$ cat src/rv32i_pkg.sv
package rv32i_pkg;

  // major opcodes handled by this core
  typedef enum logic [6:0] {
    OP     = 7'b0110011,
    OP_IMM = 7'b0010011,
    LUI    = 7'b0110111,
    LOAD   = 7'b0000011,
    STORE  = 7'b0100011
  } opcode_e;

  typedef enum logic [3:0] {
    ALU_ADD,
    ALU_SUB,
    ALU_AND,
    ALU_OR,
    ALU_XOR,
    ALU_SLL,
    ALU_SRL,
    ALU_SRA,
    ALU_SLT,
    ALU_SLTU
  } alu_op_t;

  // one instruction word, two ways of reading it
  typedef union packed {
    struct packed {
      logic [6:0] funct7;
      logic [4:0] rs2;
      logic [4:0] rs1;
      logic [2:0] funct3;
      logic [4:0] rd;
      logic [6:0] opcode;
    } r;
    struct packed {
      logic [11:0] imm12;
      logic [4:0]  rs1;
      logic [2:0]  funct3;
      logic [4:0]  rd;
      logic [6:0]  opcode;
    } i;
  } instr_t;

  typedef enum logic [2:0] {
    CLS_ALU_REG,
    CLS_ALU_IMM,
    CLS_LUI,
    CLS_LOAD,
    CLS_STORE,
    CLS_NOP
  } instr_class_e;

  typedef enum logic [2:0] {
    S_FETCH,
    S_DECODE,
    S_EXECUTE,
    S_MEMORY,
    S_WRITEBACK
  } ctrl_state_e;

  typedef enum logic {B_REG, B_IMM} b_sel_e;   // alu operand b source
  typedef enum logic {WB_ALU, WB_MEM} wb_sel_e; // register write-back source

endpackage

$ cat src/decode_if.sv
`timescale 1ns/1ps

interface decode_if import rv32i_pkg::*; ();

  logic [4:0]   rs1;
  logic [4:0]   rs2;
  logic [4:0]   rd;
  logic [31:0]  imm;     // already sign extended
  alu_op_t      alu_op;
  instr_class_e iclass;

  modport decoder (
    output rs1, rs2, rd, imm, alu_op, iclass
  );

  modport control (
    input iclass, alu_op
  );

  // register indices and immediate for the datapath
  modport datapath (
    input rs1, rs2, rd, imm
  );

endinterface

$ cat src/instr_decoder.sv
`timescale 1ns/1ps

module instr_decoder import rv32i_pkg::*; (
  input  instr_t           instr,
  decode_if.decoder        dec
);

  logic is_alt; // funct7 bit 5 picks sub / sra

  assign is_alt = instr.r.funct7[5];

  always_comb begin
    dec.rs1    = instr.r.rs1;
    dec.rs2    = instr.r.rs2;
    dec.rd     = instr.r.rd;
    dec.imm    = {{20{instr.i.imm12[11]}}, instr.i.imm12}; // I format
    dec.alu_op = ALU_ADD;
    dec.iclass = CLS_NOP;

    case (opcode_e'(instr.r.opcode))
      OP, OP_IMM: begin
        dec.iclass = (instr.r.opcode == OP) ? CLS_ALU_REG : CLS_ALU_IMM;
        case (instr.r.funct3)
          3'b000: begin
            // no subi, so only register form looks at funct7
            if (instr.r.opcode == OP && is_alt)
              dec.alu_op = ALU_SUB;
            else
              dec.alu_op = ALU_ADD;
          end
          3'b001: dec.alu_op = ALU_SLL;
          3'b010: dec.alu_op = ALU_SLT;
          3'b011: dec.alu_op = ALU_SLTU;
          3'b100: dec.alu_op = ALU_XOR;
          3'b101: dec.alu_op = is_alt ? ALU_SRA : ALU_SRL;
          3'b110: dec.alu_op = ALU_OR;
          default: dec.alu_op = ALU_AND;
        endcase
      end
      LUI: begin
        dec.iclass = CLS_LUI;
        dec.rs1    = 5'd0; // operand a comes from x0
        dec.imm    = {instr.r.funct7, instr.r.rs2, instr.r.rs1, instr.r.funct3, 12'd0};
      end
      LOAD: dec.iclass = CLS_LOAD;
      STORE: begin
        dec.iclass = CLS_STORE;
        // S format splits the offset around rd
        dec.imm    = {{20{instr.r.funct7[6]}}, instr.r.funct7, instr.r.rd};
      end
      default: dec.iclass = CLS_NOP;
    endcase
  end

endmodule

$ cat src/alu.sv
`timescale 1ns/1ps

module alu import rv32i_pkg::*; (
  input  logic [31:0] a,
  input  logic [31:0] b,
  input  alu_op_t     op,
  output logic [31:0] result
);

  logic [4:0] shamt;
  logic       lt_signed;
  logic       lt_unsigned;

  assign shamt       = b[4:0]; // only the low five bits shift
  assign lt_signed   = $signed(a) < $signed(b);
  assign lt_unsigned = a < b;

  always_comb begin
    case (op)
      ALU_ADD:  result = a + b;
      ALU_SUB:  result = a - b;
      ALU_AND:  result = a & b;
      ALU_OR:   result = a | b;
      ALU_XOR:  result = a ^ b;
      ALU_SLL:  result = a << shamt;
      ALU_SRL:  result = a >> shamt;
      ALU_SRA:  result = $unsigned($signed(a) >>> shamt);
      ALU_SLT:  result = {31'd0, lt_signed};
      ALU_SLTU: result = {31'd0, lt_unsigned};
      default:  result = 32'd0;
    endcase
  end

endmodule

$ cat src/register_file.sv
`timescale 1ns/1ps

module register_file (
  input  logic        clk,
  input  logic        wr_ena,
  input  logic [4:0]  wr_addr,
  input  logic [31:0] wr_data,
  input  logic [4:0]  rd_addr0,
  input  logic [4:0]  rd_addr1,
  output logic [31:0] rd_data0,
  output logic [31:0] rd_data1
);

  logic [31:0] regs [1:31]; // x0 has no storage

  always_ff @(posedge clk) begin
    if (wr_ena && wr_addr != 5'd0)
      regs[wr_addr] <= wr_data;
  end

  assign rd_data0 = (rd_addr0 == 5'd0) ? 32'd0 : regs[rd_addr0];
  assign rd_data1 = (rd_addr1 == 5'd0) ? 32'd0 : regs[rd_addr1];

  // a write aimed at x0 is dropped and leaves every register as it was
  x0_write_dropped: assert property (
    @(posedge clk) ($past(wr_ena && wr_addr == 5'd0) && $stable(rd_addr0) && $stable(rd_addr1))
      |-> ($stable(rd_data0) && $stable(rd_data1))
  );

endmodule

$ cat src/multicycle_control.sv
`timescale 1ns/1ps

module multicycle_control import rv32i_pkg::*; (
  input  logic        clk,
  input  logic        rst,
  input  logic        ena,
  decode_if.control   dec,
  output ctrl_state_e state,
  output logic        pc_ena,
  output logic        instr_ena,
  output logic        operand_ena,
  output logic        result_ena,
  output logic        mdata_ena,
  output logic        reg_write,
  output b_sel_e      b_sel,
  output wb_sel_e     wb_sel,
  output alu_op_t     alu_op,
  output logic        mem_wr_ena,
  output logic        retire
);

  ctrl_state_e next_state;
  logic        is_load;
  logic        is_store;
  logic        is_nop;

  assign is_load  = dec.iclass == CLS_LOAD;
  assign is_store = dec.iclass == CLS_STORE;
  assign is_nop   = dec.iclass == CLS_NOP;

  always_ff @(posedge clk) begin
    if (rst)
      state <= S_FETCH;
    else if (ena) // stalled cycles hold the state
      state <= next_state;
  end

  always_comb begin
    next_state = S_FETCH;
    case (state)
      S_FETCH:  next_state = S_DECODE;
      S_DECODE: next_state = is_nop ? S_FETCH : S_EXECUTE;
      S_EXECUTE: begin
        if (is_load || is_store)
          next_state = S_MEMORY;
        else
          next_state = S_WRITEBACK;
      end
      S_MEMORY:    next_state = is_load ? S_WRITEBACK : S_FETCH;
      S_WRITEBACK: next_state = S_FETCH;
      default:     next_state = S_FETCH;
    endcase
  end

  // every enable and strobe is qualified by ena
  always_comb begin
    pc_ena      = 1'b0;
    instr_ena   = 1'b0;
    operand_ena = 1'b0;
    result_ena  = 1'b0;
    mdata_ena   = 1'b0;
    reg_write   = 1'b0;
    mem_wr_ena  = 1'b0;
    retire      = 1'b0;
    alu_op      = ALU_ADD;

    case (state)
      S_FETCH: begin
        pc_ena    = ena;
        instr_ena = ena;
      end
      S_DECODE: begin
        operand_ena = ena;
        retire      = ena && is_nop; // unknown opcode ends here
      end
      S_EXECUTE: begin
        result_ena = ena;
        alu_op     = dec.alu_op;
      end
      S_MEMORY: begin
        mdata_ena  = ena && is_load;
        mem_wr_ena = ena && is_store;
        retire     = ena && is_store;
      end
      S_WRITEBACK: begin
        reg_write = ena;
        retire    = ena;
      end
      default: ;
    endcase
  end

  // register form is the only one that reads rs2 into the alu
  assign b_sel  = (dec.iclass == CLS_ALU_REG) ? B_REG : B_IMM;
  assign wb_sel = is_load ? WB_MEM : WB_ALU;

  store_write_in_memory_state: assert property (
    @(posedge clk) disable iff (rst)
      mem_wr_ena |-> state == S_MEMORY && dec.iclass == CLS_STORE
  );

  no_reg_write_on_store: assert property (
    @(posedge clk) disable iff (rst)
      reg_write |-> dec.iclass != CLS_STORE
  );

  // every instruction takes at least two cycles
  retire_single_cycle: assert property (
    @(posedge clk) disable iff (rst)
      retire |=> !retire
  );

endmodule

$ cat src/rv32i_multicycle_core.sv
`timescale 1ns/1ps

module rv32i_multicycle_core import rv32i_pkg::*; #(
  parameter logic [31:0] reset_pc = 32'd0
) (
  input  logic        clk,
  input  logic        rst,
  input  logic        ena,
  input  logic [31:0] mem_rd_data,
  output logic [31:0] mem_addr,
  output logic [31:0] mem_wr_data,
  output logic        mem_wr_ena,
  output logic [31:0] pc,
  output logic        retire
);

  ctrl_state_e state;
  logic        pc_ena, instr_ena, operand_ena, result_ena, mdata_ena, reg_write;
  b_sel_e      b_sel;
  wb_sel_e     wb_sel;
  alu_op_t     alu_op;
  instr_t      instr_q;
  logic [31:0] opa_q, opb_q, result_q, mdata_q;
  logic [31:0] rf_data0, rf_data1, alu_b, alu_out, wb_data;

  decode_if dec_bus ();

  instr_decoder u_decoder (.instr(instr_q), .dec(dec_bus));

  always_ff @(posedge clk) begin
    if (rst)
      pc <= reset_pc;
    else if (pc_ena)
      pc <= pc + 32'd4; // pc always points at the next fetch
  end

  always_ff @(posedge clk) begin
    if (instr_ena)
      instr_q <= mem_rd_data;
    if (operand_ena) begin
      opa_q <= rf_data0; // lui reads x0 here
      opb_q <= rf_data1;
    end
    if (result_ena)
      result_q <= alu_out;
    if (mdata_ena)
      mdata_q <= mem_rd_data;
  end

  register_file u_regs (
    .clk(clk), .wr_ena(reg_write), .wr_addr(dec_bus.rd), .wr_data(wb_data),
    .rd_addr0(dec_bus.rs1), .rd_addr1(dec_bus.rs2),
    .rd_data0(rf_data0), .rd_data1(rf_data1)
  );

  assign alu_b = (b_sel == B_IMM) ? dec_bus.imm : opb_q;

  alu u_alu (.a(opa_q), .b(alu_b), .op(alu_op), .result(alu_out));

  assign wb_data     = (wb_sel == WB_MEM) ? mdata_q : result_q;
  assign mem_addr    = (state == S_FETCH) ? pc : result_q; // shared port
  assign mem_wr_data = opb_q;

  multicycle_control u_ctrl (
    .clk(clk), .rst(rst), .ena(ena), .dec(dec_bus), .state(state),
    .pc_ena(pc_ena), .instr_ena(instr_ena), .operand_ena(operand_ena),
    .result_ena(result_ena), .mdata_ena(mdata_ena), .reg_write(reg_write),
    .b_sel(b_sel), .wb_sel(wb_sel), .alu_op(alu_op),
    .mem_wr_ena(mem_wr_ena), .retire(retire)
  );

endmodule

$ cat config.mk
export PLATFORM = sky130hd
export DESIGN_NAME = rv32i_multicycle_core
export DESIGN_NICKNAME = d
export VERILOG_FILES = /design/src/rv32i_pkg.sv /design/src/decode_if.sv /design/src/instr_decoder.sv /design/src/alu.sv /design/src/register_file.sv /design/src/multicycle_control.sv /design/src/rv32i_multicycle_core.sv
export SDC_FILE = /design/constraint.sdc
export NUM_CORES = 2
export LEC_CHECK = 0
export BUFFER_PORTS_ARGS = -buffer_cell sky130_fd_sc_hd__buf_2
export CAP_MARGIN = 20
export CELL_PAD_IN_SITES_DETAIL_PLACEMENT = 0
export CELL_PAD_IN_SITES_GLOBAL_PLACEMENT = 1
export CORE_MARGIN = 1
export CORE_UTILIZATION = 51
export DETAILED_ROUTE_END_ITERATION = 7
export GPL_TIMING_DRIVEN = 0
export PLACE_DENSITY_LB_ADDON = 0.12
export SETUP_SLACK_MARGIN = 0.3
export SYNTH_ARGS = -nofsm -noshare
export SYNTH_HDL_FRONTEND = slang
export SYNTH_SLANG_ARGS = --single-unit
$ cat constraint.sdc
create_clock -name clk -period 17.92 [get_ports clk]
set_input_delay 0.896 -clock clk [delete_from_list [all_inputs] [get_ports clk]]
set_output_delay 0.896 -clock clk [all_outputs]
set_load 0.01 [all_outputs]
==> impl_results.md <==
* Status: finished, violations left
* Failing checks: max-slew violations
* DRT Wirelength at 291 mm
* Final worst-path cycle share at 48.2%
* GR Overflow Total at 0
* Gpl congestion at 1.10
* Critical path fanouts, max at 11
* Clock Skew at 0.0820 ns
* Buffers inserted by post-CTS timing repair at 0
* Detail Placement HPWL at 218 mm
* Syn Std Cell Area at 0.0636 mm²
* DRT antenna net count at 0
* Main synth FF type: edfxtp_1
* HP Class: primary input to flip-flop
* WP data required at 18.32 ns
* Max_cap viols at 0
* CTS tree: built
* I/O Pins at 133
* Power Dens Cells at 93.5 mW/mm²
* Drc violations at 0
* Sw Pwr at 1.94 mW
* YS warnings at 0
* Clock transition at path regs at 0.07 ns
* Total power at 6.75 mW
* Number of synthesized register bits at 1185
* Most frequent cells in the layout: 1152 x edfxtp_1, 510 x nand2_1, 352 x a21oi_1
* Cell variety after synth at 95
* Register share of total power at 45.3%
* Number of I/O port buffers at 129
* Clock Path Buffers at 3
* Asr flop ratio synth at 0%
* Critical path capture point: result_q[30]
* Largest net degree at the start of global routing at 33
* Fraction of layout cells with a size suffix above 1 at 18.3%
* Crit Path Class: flip-flop to flip-flop
* Final Hold Vio Count at 0
* Hold buffer count at CTS at 0
* Hold slack at 0.287 ns
* Post-cts gate resize count at 0
* Clk_lat worst skew at 0.80 ns
* Drt wl/cell at 40.6 µm
* Worst-Margin Slew at 1.60 ns
* Clock sink total at 1185
* Horiz. Die Dim at 355 µm
* Final Setup Violations at 0
* Number of global-route vias before repair at 48600
* Combinational group share of total power at 15.8%
* Reg2reg setup slack at 9.28 ns
* Final slew viol count at 2
* Num CTS Buffers at 121
* Global-route wire length before repair at 394 mm
* Die Y at 355 µm
* CP arrival at 9.04 ns
* Most common cell after layout, fill and taps aside: edfxtp_1
* Core area at 0.124 mm²
* Sequential-to-total area share from yosys stat at 55.4%
* RSZ-0062 raised after global routing: no
* Average size of a mapped cell at 12.6 µm²
* Layout Cells excl Fill at 7153
* Worst flop-to-flop path startpoint: instr_q[23]
* Clock root cell: clkbuf_16
* Tmin final at 8.64 ns
* Total track usage at 45.6%
* Initial antenna violation count at 23
* Rows at 129
* Initial DRT Pass Iterations at 6
* Vias at 51900
* Clock power frac at 39.0%
* Nets at 5536
* CP Launch Point: instr_q[23]
* Initial drt markers at 9361
* EDFF count, synth at 1152
* Area grow syn2layout at 13.5%
* Initial Utilization at 51.5%
* Reg-to-reg critical path endpoint: result_q[30]
* Worst vdd ir at 0.108 mV
* Syn Inst Count at 5057
* Worst setup EP type: flip-flop
* Sw frac at 28.7%
* Leakage at 24.5 nW
* Worst setup SP type: flip-flop
* Slew margin rel. at -6.73%
* Filler Cell Count at 10200
* CTS HTree Levels at 3
* Die area at 0.126 mm²
* Setup TNS at 0 ns
* Vias/cell at 7.26
* P_int at 4.81 mW
* Worst reg2reg path depth at 17
* Cell total after placement at 6898
* Fmax at 116 MHz
-- cell type report --
cell class,count,area [µm²],area share (%)
Clock inverter,91,1000,1.39
Timing Repair Buffer,224,2130,2.96
Sequential cell,1185,35300,48.8
Inverter,103,387,0.536
Tap cell,1637,2050,2.84
Multi-Input combinational cell,3355,26600,36.8
Antenna cell,5,12.5,0.0173
Clock buffer,138,3100,4.30
Buffer,415,1650,2.29
-- power groups by stage --
stage	clock (mW)	combinational [mW]	sequential, mW
after detailed placement	0	0.994	3.11
after global routing	2.73	1.07	3.05
after CTS	2.62	0.999	3.05
after floorplan	0	0.551	3.10
final	2.63	1.06	3.05
after global placement	0	0.981	3.11
-- through the flow --
step / setup WS [ns] / utilization, % / area [µm²]
finish: 9.28 / 58.4 / 72200
global route: 9.35 / 58.4 / 72200
global placement: 7.86 / 53.6 / 66300
detailed placement: 9.85 / 54.8 / 67800
floorplan: 10.95 / - / 63600
CTS: 9.79 / 58.2 / 71900
-- cell usage after synthesis, drive strengths merged (9+ instances only) --
library cell	instances	area, µm²
a221oi	98	865
nand3	91	455
o21ai	221	1110
and3	25	156
a211o	10	87.6
a2111oi	10	93.8
nor2b	54	340
or4	9	71.3
a211oi	94	711
a21o	25	188
nand2b	16	100
mux2	224	2520
edfxtp	1152	34600
mux4	251	5650
a221o	10	100
nor2	283	1060
dfxtp	33	661
nor4	9	62.6
o221ai	105	926
a32o	33	330
buf	98	453
a22o	9	78.8
or3	24	150
inv	102	383
o22ai	46	288
nor3	80	400
o211ai	34	255
xor2	24	210
nand2	511	1930
nand4	20	125
a31oi	123	785
o31ai	16	135
xnor2	13	114
clkbuf	317	1190
o21bai	12	90.1
mux2i	275	2750
ha	95	1190
a21oi	352	1760
and2	45	282
-- worst max-delay path, stage by stage (launching register included) --
cell	delay, ns
edfxtp_1	0.33
clkbuf_1	0.78
a2bb2oi_2	0.44
inv_1	0.39
buf_1	0.82
clkbuf_1	0.68
clkbuf_1	0.72
ha_1	0.45
and3_1	0.25
a221oi_2	0.50
o221ai_2	0.31
or4_4	0.63
a31oi_4	0.28
o41ai_1	0.15
o41ai_1	0.35
a21oi_1	0.18
nor4b_1	0.67
o21ai_1	0.31
-- sequential cells by signal, summed over array words and instances (netlist names) --
name / cells
pc: 30
instr_q: 32
u_regs.regs: 992
mem_wr_data: 32
mdata_q: 32
opa_q: 32
result_q: 32
u_ctrl.state: 3
-- routing by layer --
layer | track usage (%) | up-vias | share of wire [%]
li1 | - | 20700 | -
met1 | 59.8 | 26000 | 36
met2 | 65.7 | 4434 | 42
met3 | 17.1 | 812 | 15
met4 | 24.1 | 18 | 6.4
met5 | 0 | - | 0.039
-- logic make-up (layout without fill, tap and decap cells) --
group	Yosys count	in the layout	synth area share, %
flip-flops	1185	1185	55.4
adder cells (fa/ha/maj)	96	96	1.90
XOR/XNOR	37	37	0.509
AO/OA/AOI/OAI	1281	1281	13.4
buffers and inverters	518	971	3.19
AND/OR/NAND/NOR	1189	1189	8.37
other	1	7	0.00589
multiplexers	750	750	17.2
-- how the worst min path moves through the flow --
stage / slack [ns] / depth (start not counted) / to / startpoint
after floorplan: 0.51 / 2 / u_ctrl.state[2] / u_ctrl.state[2]
after global placement: 0.52 / 2 / pc[29] / pc[29]
after detailed placement: 0.53 / 2 / pc[29] / pc[29]
after CTS: 0.25 / 1 / instr_q[17] / mem_rd_data[17]
after global routing: 0.27 / 1 / instr_q[17] / mem_rd_data[17]
final: 0.29 / 1 / instr_q[17] / mem_rd_data[17]
(Power assumes the default switching activity.)
